--- config.mk ---
export PLATFORM = sky130hd
export DESIGN_NAME = fft_top
export DESIGN_NICKNAME = d
export VERILOG_FILES = /design/src/source/fft_pkg.sv /design/src/source/delay_line.sv /design/src/source/twiddle_rotator.sv /design/src/source/mdc_stage.sv /design/src/source/fft_ctrl.sv /design/src/source/reorder_buffer.sv /design/src/source/fft_top.sv
export SDC_FILE = /design/constraint.sdc
export NUM_CORES = 2
export LEC_CHECK = 0
export BUFFER_PORTS_ARGS = -buffer_cell sky130_fd_sc_hd__buf_2
export CAP_MARGIN = 20
export CORE_UTILIZATION = 45
export CTS_CLUSTER_DIAMETER = 120
export CTS_CLUSTER_SIZE = 28
export DETAILED_ROUTE_END_ITERATION = 10
export SYNTH_ARGS = -nofsm -noshare
export SYNTH_HDL_FRONTEND = slang
export SYNTH_SLANG_ARGS = --single-unit
--- constraint.sdc ---
create_clock -name clk -period 10.05 [get_ports clk]
set_clock_uncertainty 0.15 [all_clocks]
set_input_delay 2.01 -clock clk [delete_from_list [all_inputs] [get_ports clk]]
set_output_delay 2.01 -clock clk [all_outputs]
set_load 0.01 [all_outputs]
--- src/source/fft_pkg.sv ---
// shared widths, sample types and sequencer states used by every block of the 16-point FFT
package fft_pkg;

    localparam int N_POINTS   = 16;
    localparam int N_LEVELS   = 4;
    localparam int IN_W       = 12;
    localparam int DATA_W     = 16;
    localparam int CREDIT_MAX = 4;

    typedef logic signed [IN_W-1:0]   in_word_t;
    typedef logic signed [DATA_W-1:0] data_t;

    // sample position inside a frame, also used as bin index
    typedef logic [3:0] point_t;

    // twiddle angle in steps of 22.5 degrees
    typedef logic [2:0] angle_t;

    typedef logic [2:0] credit_t;

    typedef struct packed {
        in_word_t re;
        in_word_t im;
    } in_sample_t;

    typedef struct packed {
        data_t re;
        data_t im;
    } cplx_t;

    typedef enum logic [1:0] {
        IDLE,
        RUN,
        FLUSH
    } ctrl_state_e;

endpackage

--- src/source/delay_line.sv ---
// complex shift register of configurable depth used as the feedback delay in each stage
module delay_line
#(
    parameter int unsigned DEPTH = 1
)
(
    input  logic           clk,
    input  logic           rst_n,
    input  fft_pkg::cplx_t d_i,
    output fft_pkg::cplx_t q_o
);

    fft_pkg::cplx_t sr_q [DEPTH];

    assign q_o = sr_q[DEPTH-1];

    always_ff @(posedge clk or negedge rst_n)
    begin
        if (!rst_n)
        begin
            for (int i = 0; i < DEPTH; i++)
                sr_q[i] <= '0;
        end
        else
        begin
            sr_q[0] <= d_i;
            for (int i = 1; i < DEPTH; i++)
                sr_q[i] <= sr_q[i-1];
        end
    end

endmodule

--- src/source/twiddle_rotator.sv ---
// multiplies a complex value by exp(-j*angle*22.5deg) using shift and add constants
module twiddle_rotator
(
    input  fft_pkg::cplx_t  x_i,
    input  fft_pkg::angle_t angle_i,
    output fft_pkg::cplx_t  y_o
);

    fft_pkg::data_t c22_re, c22_im;
    fft_pkg::data_t s22_re, s22_im;
    fft_pkg::data_t c45_re, c45_im;

    // 1 - 1/16 - 1/64, close to cos 22.5
    function automatic fft_pkg::data_t cos22(input fft_pkg::data_t v);
        return v - (v >>> 4) - (v >>> 6);
    endfunction

    // 1/2 - 1/8, close to sin 22.5
    function automatic fft_pkg::data_t sin22(input fft_pkg::data_t v);
        return (v >>> 1) - (v >>> 3);
    endfunction

    // 1 - 1/4 - 1/16 + 1/64, close to cos 45
    function automatic fft_pkg::data_t cos45(input fft_pkg::data_t v);
        return v - (v >>> 2) - (v >>> 4) + (v >>> 6);
    endfunction

    assign c22_re = cos22(x_i.re);
    assign c22_im = cos22(x_i.im);
    assign s22_re = sin22(x_i.re);
    assign s22_im = sin22(x_i.im);
    assign c45_re = cos45(x_i.re);
    assign c45_im = cos45(x_i.im);

    // re' = re*cos + im*sin, im' = im*cos - re*sin
    always_comb
    begin
        y_o = x_i;
        case (angle_i)
            3'd1:
            begin
                y_o.re = c22_re + s22_im;
                y_o.im = c22_im - s22_re;
            end
            3'd2:
            begin
                y_o.re = c45_re + c45_im;
                y_o.im = c45_im - c45_re;
            end
            3'd3:
            begin
                y_o.re = s22_re + c22_im;
                y_o.im = s22_im - c22_re;
            end
            3'd4:
            begin
                y_o.re = x_i.im;
                y_o.im = -x_i.re;
            end
            3'd5:
            begin
                y_o.re = c22_im - s22_re;
                y_o.im = -s22_im - c22_re;
            end
            3'd6:
            begin
                y_o.re = c45_im - c45_re;
                y_o.im = -c45_im - c45_re;
            end
            3'd7:
            begin
                y_o.re = s22_im - c22_re;
                y_o.im = -c22_im - s22_re;
            end
            default:
                y_o = x_i;
        endcase
    end

endmodule

--- src/source/mdc_stage.sv ---
// one radix-2 decimation-in-frequency level with commutator, butterfly and twiddle rotation
module mdc_stage
#(
    parameter int unsigned LEVEL = 0
)
(
    input  logic            clk,
    input  logic            rst_n,
    input  fft_pkg::point_t pos_i,
    input  fft_pkg::cplx_t  upper_i,
    input  fft_pkg::cplx_t  lower_i,
    output fft_pkg::cplx_t  upper_o,
    output fft_pkg::cplx_t  lower_o
);

    fft_pkg::cplx_t  lower_dly;
    fft_pkg::cplx_t  to_dly;
    fft_pkg::cplx_t  bfly_a;
    fft_pkg::cplx_t  bfly_b;
    fft_pkg::cplx_t  diff;
    fft_pkg::point_t pos_low;
    fft_pkg::angle_t angle;
    logic            swap;

    // the rotated difference of the level above is aligned here on entry
    delay_line #(.DEPTH(2 ** LEVEL)) u_lower_dly
    (
        .clk   (clk),
        .rst_n (rst_n),
        .d_i   (lower_i),
        .q_o   (lower_dly)
    );

    assign swap   = pos_i[LEVEL];
    assign to_dly = swap ? lower_dly : upper_i;
    assign bfly_b = swap ? upper_i : lower_dly;

    delay_line #(.DEPTH(2 ** LEVEL)) u_upper_dly
    (
        .clk   (clk),
        .rst_n (rst_n),
        .d_i   (to_dly),
        .q_o   (bfly_a)
    );

    assign upper_o = '{re: bfly_a.re + bfly_b.re, im: bfly_a.im + bfly_b.im};
    assign diff    = '{re: bfly_a.re - bfly_b.re, im: bfly_a.im - bfly_b.im};

    // W of the 2^(LEVEL+1) block, expressed in 22.5 degree steps
    assign pos_low = pos_i & fft_pkg::point_t'((1 << LEVEL) - 1);
    assign angle   = fft_pkg::angle_t'(pos_low << (fft_pkg::N_LEVELS - 1 - LEVEL));

    twiddle_rotator u_twiddle
    (
        .x_i     (diff),
        .angle_i (angle),
        .y_o     (lower_o)
    );

endmodule

--- src/source/fft_ctrl.sv ---
// frame sequencer that steps the shared sample position and marks the cycles carrying result pairs
module fft_ctrl
(
    input  logic            clk,
    input  logic            rst_n,
    input  logic            in_valid_i,
    input  logic            frame_done_i,
    output fft_pkg::point_t pos_o,
    output logic            results_valid_o,
    output logic            in_ready_o
);

    fft_pkg::ctrl_state_e state_q, state_d;
    fft_pkg::point_t      pos_q, pos_d;
    fft_pkg::point_t      pair_cnt_q, pair_cnt_d;

    assign pos_o      = pos_q;
    assign in_ready_o = (state_q == fft_pkg::IDLE);

    // one pair per cycle until the whole frame has left stage 0
    assign results_valid_o = (state_q == fft_pkg::FLUSH)
        && (pair_cnt_q != fft_pkg::point_t'(fft_pkg::N_POINTS / 2));

    always_comb
    begin
        state_d    = state_q;
        pos_d      = pos_q;
        pair_cnt_d = pair_cnt_q;
        case (state_q)
            fft_pkg::IDLE:
            begin
                pos_d      = '0;
                pair_cnt_d = '0;
                if (in_valid_i)
                    state_d = fft_pkg::RUN;
            end
            fft_pkg::RUN:
            begin
                pos_d = pos_q + 1'b1;
                // pipeline fill is one cycle short of a frame
                if (pos_q == fft_pkg::point_t'(fft_pkg::N_POINTS - 2))
                    state_d = fft_pkg::FLUSH;
            end
            default:
            begin
                pos_d = pos_q + 1'b1;
                if (results_valid_o)
                    pair_cnt_d = pair_cnt_q + 1'b1;
                if (frame_done_i)
                    state_d = fft_pkg::IDLE;
            end
        endcase
    end

    always_ff @(posedge clk or negedge rst_n)
    begin
        if (!rst_n)
        begin
            state_q    <= fft_pkg::IDLE;
            pos_q      <= '0;
            pair_cnt_q <= '0;
        end
        else
        begin
            state_q    <= state_d;
            pos_q      <= pos_d;
            pair_cnt_q <= pair_cnt_d;
        end
    end

    // a frame may only start while the reorder buffer has been drained
    a_frame_start_idle: assert property (@(posedge clk) disable iff (!rst_n)
        $rose(in_valid_i) |-> state_q == fft_pkg::IDLE)
        else $error("frame started while the previous one is still in flight");

endmodule

--- src/source/reorder_buffer.sv ---
// frame buffer written in bit-reversed order and read out in natural order, one bin per credit
module reorder_buffer
(
    input  logic                 clk,
    input  logic                 rst_n,
    input  logic                 wr_en_i,
    input  fft_pkg::point_t      wr_pos_i,
    // index 1 carries the upper stream, index 0 the lower
    input  fft_pkg::cplx_t [1:0] pair_i,
    input  logic                 credit_i,
    output logic                 frame_done_o,
    output logic                 out_valid_o,
    output fft_pkg::cplx_t       dout_o
);

    fft_pkg::cplx_t   mem [fft_pkg::N_POINTS];
    fft_pkg::cplx_t   dout_q;
    fft_pkg::point_t  wr_pos_odd;
    fft_pkg::point_t  rd_ptr_q;
    fft_pkg::credit_t credit_q, credit_d;
    logic             filled_q;
    logic             last_wr;
    logic             last_rd;
    logic             send;
    logic             credit_take;
    logic             out_valid_q;
    logic             done_q;

    function automatic fft_pkg::point_t bit_rev(input fft_pkg::point_t p);
        fft_pkg::point_t r;
        for (int b = 0; b < $bits(p); b++)
            r[b] = p[$bits(p) - 1 - b];
        return r;
    endfunction

    assign wr_pos_odd = wr_pos_i + fft_pkg::point_t'(1);
    assign last_wr    = wr_en_i && (wr_pos_i == fft_pkg::point_t'(fft_pkg::N_POINTS - 2));
    assign send       = filled_q && (credit_q != '0);
    assign last_rd    = send && (rd_ptr_q == fft_pkg::point_t'(fft_pkg::N_POINTS - 1));

    // a credit at a full count is only kept when a bin leaves in the same cycle
    assign credit_take = credit_i
        && ((credit_q != fft_pkg::credit_t'(fft_pkg::CREDIT_MAX)) || send);

    always_comb
    begin
        credit_d = credit_q;
        if (credit_take)
            credit_d = credit_d + 1'b1;
        if (send)
            credit_d = credit_d - 1'b1;
    end

    always_ff @(posedge clk or negedge rst_n)
    begin
        if (!rst_n)
        begin
            filled_q    <= 1'b0;
            rd_ptr_q    <= '0;
            credit_q    <= '0;
            out_valid_q <= 1'b0;
            done_q      <= 1'b0;
        end
        else
        begin
            credit_q    <= credit_d;
            out_valid_q <= send;
            done_q      <= last_rd;
            if (send)
                rd_ptr_q <= rd_ptr_q + 1'b1;
            if (last_wr)
                filled_q <= 1'b1;
            else if (last_rd)
                filled_q <= 1'b0;
        end
    end

    always_ff @(posedge clk)
    begin
        if (wr_en_i)
        begin
            mem[bit_rev(wr_pos_i)]   <= pair_i[1];
            mem[bit_rev(wr_pos_odd)] <= pair_i[0];
        end
        if (send)
            dout_q <= mem[rd_ptr_q];
    end

    assign out_valid_o  = out_valid_q;
    assign dout_o       = dout_q;
    assign frame_done_o = done_q;

    // the sink must not return more credits than the buffer can count
    a_no_lost_credit: assert property (@(posedge clk) disable iff (!rst_n)
        credit_i && (credit_q == fft_pkg::credit_t'(fft_pkg::CREDIT_MAX)) |-> send)
        else $error("credit returned while the count is already at its maximum");

endmodule

--- src/source/fft_top.sv ---
// top level that registers the input frame and runs it through four stages into the reorder buffer
module fft_top
(
    input  logic                clk,
    input  logic                rst_n,
    input  logic                in_valid_i,
    input  fft_pkg::in_sample_t din_i,
    output logic                in_ready_o,
    input  logic                credit_i,
    output logic                out_valid_o,
    output fft_pkg::cplx_t      dout_o
);

    fft_pkg::in_sample_t din_q;
    fft_pkg::cplx_t      upper [fft_pkg::N_LEVELS + 1];
    fft_pkg::cplx_t      lower [fft_pkg::N_LEVELS + 1];
    fft_pkg::point_t     pos;
    fft_pkg::point_t     wr_pos;
    logic                results_valid;
    logic                frame_done;

    // samples outside a frame enter as zeros
    always_ff @(posedge clk)
    begin
        din_q <= in_valid_i ? din_i : '0;
    end

    assign upper[fft_pkg::N_LEVELS] = '{re: fft_pkg::data_t'(din_q.re),
                                        im: fft_pkg::data_t'(din_q.im)};
    assign lower[fft_pkg::N_LEVELS] = '0;

    // stage 0 completes pair k while the position reads k-1
    assign wr_pos = fft_pkg::point_t'({pos + fft_pkg::point_t'(1), 1'b0});

    fft_ctrl u_ctrl
    (
        .clk             (clk),
        .rst_n           (rst_n),
        .in_valid_i      (in_valid_i),
        .frame_done_i    (frame_done),
        .pos_o           (pos),
        .results_valid_o (results_valid),
        .in_ready_o      (in_ready_o)
    );

    // highest level first, its delay spans half a frame
    for (genvar g = 0; g < fft_pkg::N_LEVELS; g++)
    begin : g_stage
        mdc_stage #(.LEVEL(g)) u_stage
        (
            .clk     (clk),
            .rst_n   (rst_n),
            .pos_i   (pos),
            .upper_i (upper[g + 1]),
            .lower_i (lower[g + 1]),
            .upper_o (upper[g]),
            .lower_o (lower[g])
        );
    end

    reorder_buffer u_reorder
    (
        .clk          (clk),
        .rst_n        (rst_n),
        .wr_en_i      (results_valid),
        .wr_pos_i     (wr_pos),
        .pair_i       ({upper[0], lower[0]}),
        .credit_i     (credit_i),
        .frame_done_o (frame_done),
        .out_valid_o  (out_valid_o),
        .dout_o       (dout_o)
    );

endmodule

==> results.yml <==
run_status:
  result_of_the_run: "complete, no violations"
synth:
  synth_warnings: 0
  ys_async_sr_fraction_pct: 54.5
  synth_edf_count: 528
  avgSynthCellArea_sq_um: 11.5
  syn_area_sq_um: 70300
  mappedNetlistNets: 6897
  synth.distinct_cells: 85
  synthesis.instances: 6098
  post_synth_top_area_share_pct: 23.5
  yosys_register_bits: 1212
  yosys.area.top_type: "dfrtp_1"
  synth_top_flop_cell: "dfrtp_1"
  synth-seq-area-share_pct: 46.8
  post_synth_main_area_contributors: "dfrtp_1, edfxtp_1, ha_1, mux4_2, xnor2_1"
global_routing:
  number_of_global_route_vias_before_repair: 46243
  antenna_violations_before_repair: 6
  grt-ovfl-total: 0
  grt_pass1_wl_mm: 276
  largest_net_degree_at_the_start_of_global_routing: 145
  grt_util_all_layers_pct: 22.8
timing:
  layout_setup_ws_ns: 0.480
  fmax_mhz: 104
  drv_slew: 0
  max_slew_margin_pct: 23.8
  final_worst_path_period_need_ns: 9.57
  final_min_period_over_clock_period_pct: 95.2
  timing.final.setup_violations: 0
  timing.final.hold_violations: 0
  tightestPinTransition_ns: 1.14
layout:
  post_route_cells_drive_above_1_share_pct: 9.94
  final_nets: 6932
  most-common-layout-cells: "inv_1, dfrtp_1, ha_1, edfxtp_1, nor2_1"
  layout.filler_cells: 13863
  area.growth.synth_to_final_pct: 6.84
  most_common_library_cell_in_the_layout_ignoring_fill_and_taps: "inv_1"
  fin_area_sq_um: 75100
placement:
  finalWeightedCongestion: 0.918
  post-dp-hpwl_mm: 136
  dpl_cell_area_sq_um: 73400
  place_ws_ns: 0.328
  port_buffers: 61
floorplanning:
  die-area_sq_um: 158000
  height_of_the_die_microns: 397
  io_pins: 62
  rows: 144
  die_w_microns: 397
  coreArea_sq_um: 155000
  initial_core_util_pct: 45.5
cts:
  root_buffer: "clkbuf_16"
  numCtsBuffers: 50
  h-tree-depth: 2
  clock_latency_ns: 0.67
  clock_slew_at_reported_path_ffs_ns: 0.12
  clock_path_buffers: 3
  clock-sinks: 1212
  tritoncts_clock_tree: "yes"
worst_setup_path:
  category_of_the_worst_setup_path_launch_point: "flip-flop"
  reg_to_reg_startpoint: "u_ctrl.pos_o[3]"
  crit_type: "flip-flop to flip-flop"
  worstPathArrival_ns: 10.00
  crit_required_ns: 10.48
  timing.critical_path.to_type: "flip-flop"
  buffers_inverters_on_critical_path: 7
  worst_path_max_delay_cell: "fa_1"
  timing.critical_path.fanout_max: 25
  critPathTopFamily: "compound AO/OA/AOI/OAI gates"
  rr_endpoint: "g_stage[1].u_stage.u_lower_dly.sr_q[47]"
  reg2reg_depth: 43
  critical-path-max-stage-delay_ns: 0.52
  critPathMostFrequentCell: "ha_1"
  reg2reg_setup_slack_ns: 0.48
worst_hold_path:
  min_path_type: "flip-flop to flip-flop"
  hold_end: "g_stage[1].u_stage.u_upper_dly.q_o[14]"
  min-delay-start: "g_stage[1].u_stage.u_upper_dly.sr_q[46]"
  whs_path_depth: 0
detailed_routing:
  drtIter0Drc: 3537
  wl_per_cell_microns: 21.9
  routed_antenna_nets: 0
  drc: 0
  via_per_inst: 5.56
  detailedRoute.firstPassIterationCount: 6
  post_route_wl_mm: 180
  routed-via-count: 45703
flow_run:
  max_cap_violations: 0
[how the worst max path moves through the flow]
stage / startpoint / end / depth (start not counted)
2_1_floorplan: u_ctrl.pos_o[3] / g_stage[1].u_stage.u_lower_dly.sr_q[47] / 44
3_3_place_gp: u_ctrl.pos_o[3] / g_stage[1].u_stage.u_lower_dly.sr_q[47] / 43
3_5_place_dp: u_ctrl.pos_o[3] / g_stage[1].u_stage.u_lower_dly.sr_q[47] / 43
4_1_cts: u_ctrl.pos_o[3] / g_stage[1].u_stage.u_lower_dly.sr_q[47] / 43
5_1_grt: u_ctrl.pos_o[3] / g_stage[1].u_stage.u_lower_dly.sr_q[47] / 43
6_report: u_ctrl.pos_o[3] / g_stage[1].u_stage.u_lower_dly.sr_q[47] / 43
[area by class of cell]
type | instances | area [sq um] | area share (%)
Tap cell | 2044 | 2560 | 3.41
Inverter | 688 | 2580 | 3.44
Sequential cell | 1212 | 32900 | 43.8
Antenna cell | 2 | 5.00 | 0.00667
Multi-Input combinational cell | 3995 | 34300 | 45.7
Timing Repair Buffer | 186 | 1300 | 1.73
Clock inverter | 7 | 98.8 | 0.132
Clock buffer | 81 | 1370 | 1.82
[synth_stat cells, types with 16 or more instances]
| cell type | instances |
|---|---|
| mux2_2 | 110 |
| clkbuf_1 | 162 |
| mux4_2 | 154 |
| xnor2_1 | 351 |
| nor3_1 | 107 |
| a21o_1 | 67 |
| and3_1 | 29 |
| a211oi_1 | 35 |
| nor2b_1 | 81 |
| o21bai_1 | 94 |
| a222oi_1 | 20 |
| mux2i_1 | 56 |
| ha_1 | 620 |
| edfxtp_1 | 528 |
| o221ai_1 | 18 |
| buf_1 | 39 |
| o21ai_0 | 209 |
| a21boi_0 | 23 |
| or2_2 | 21 |
| a31oi_1 | 30 |
| o41ai_1 | 17 |
| fa_1 | 151 |
| o22ai_1 | 23 |
| o21a_1 | 39 |
| nand2b_1 | 66 |
| a21oi_1 | 374 |
| o211ai_1 | 28 |
| a22oi_1 | 23 |
| inv_1 | 684 |
| dfxtp_1 | 24 |
| nor2_1 | 405 |
| nand3_1 | 57 |
| a221oi_1 | 36 |
| nand2_1 | 278 |
| or3_1 | 36 |
| and2_1 | 48 |
| dfrtp_1 | 660 |
| xor2_1 | 121 |
| nor4_1 | 20 |
| o31ai_1 | 32 |
| a31o_2 | 16 |
[per-stage QoR]
step / utilization, % / std cells / hold WS, ns / TNS, ns
floorplan: - / 6098 / 0.181 / 0
global placement: 47.5 / 8120 / 0.181 / 0
detailed placement: 47.5 / 8121 / 0.185 / 0
CTS: 48.5 / 8209 / 0.180 / 0
global route: 48.6 / 8213 / 0.185 / -0.0239
finish: 48.6 / 8215 / 0.182 / 0
[registers in the layout, indices dropped and copies added (netlist names)]
| register | count |
|---|---|
| u_reorder.dout_o | 32 |
| u_reorder.frame_done_o | 1 |
| u_reorder.credit_q | 3 |
| u_ctrl.pair_cnt_q | 4 |
| u_reorder.rd_ptr_q | 4 |
| u_reorder.mem | 496 |
| u_ctrl.pos_o | 4 |
| g_stage.u_stage.u_upper_dly.sr_q | 296 |
| u_ctrl.state_q | 2 |
| u_reorder.filled_q | 1 |
| g_stage.u_stage.u_upper_dly.q_o | 120 |
| din_q | 24 |
| g_stage.u_stage.u_lower_dly.q_o | 96 |
| g_stage.u_stage.u_lower_dly.sr_q | 128 |
| u_reorder.out_valid_o | 1 |
[kinds of logic after synthesis]
kind of cell	Yosys count	share of synthesized area, %
fa+ha+maj	771	15.3
compound gates	1226	11.6
xor+xnor	475	5.98
simple gates	1203	8.10
flops	1212	46.8
mux	320	7.50
buf+inv	891	4.77
[timing repair]
item                       in CTS  in global routing
buffers inserted                0                  3
gates resized for setup         0                 28
hold buffers                    0                  0
setup endpoints to repair       0                  9
[per-layer routing]
layer	part of all wire, %	up-vias	GRT usage, %
met1	43	22963	30.3
met5	0	-	0
met3	4.6	250	2.17
met4	2.7	0	5.99
met2	50	1117	39.9
li1	-	21373	-
Power is left out: the tool's default activity adds up to more than one toggle a clock period on the data nets, which glitch-free logic cannot reach.
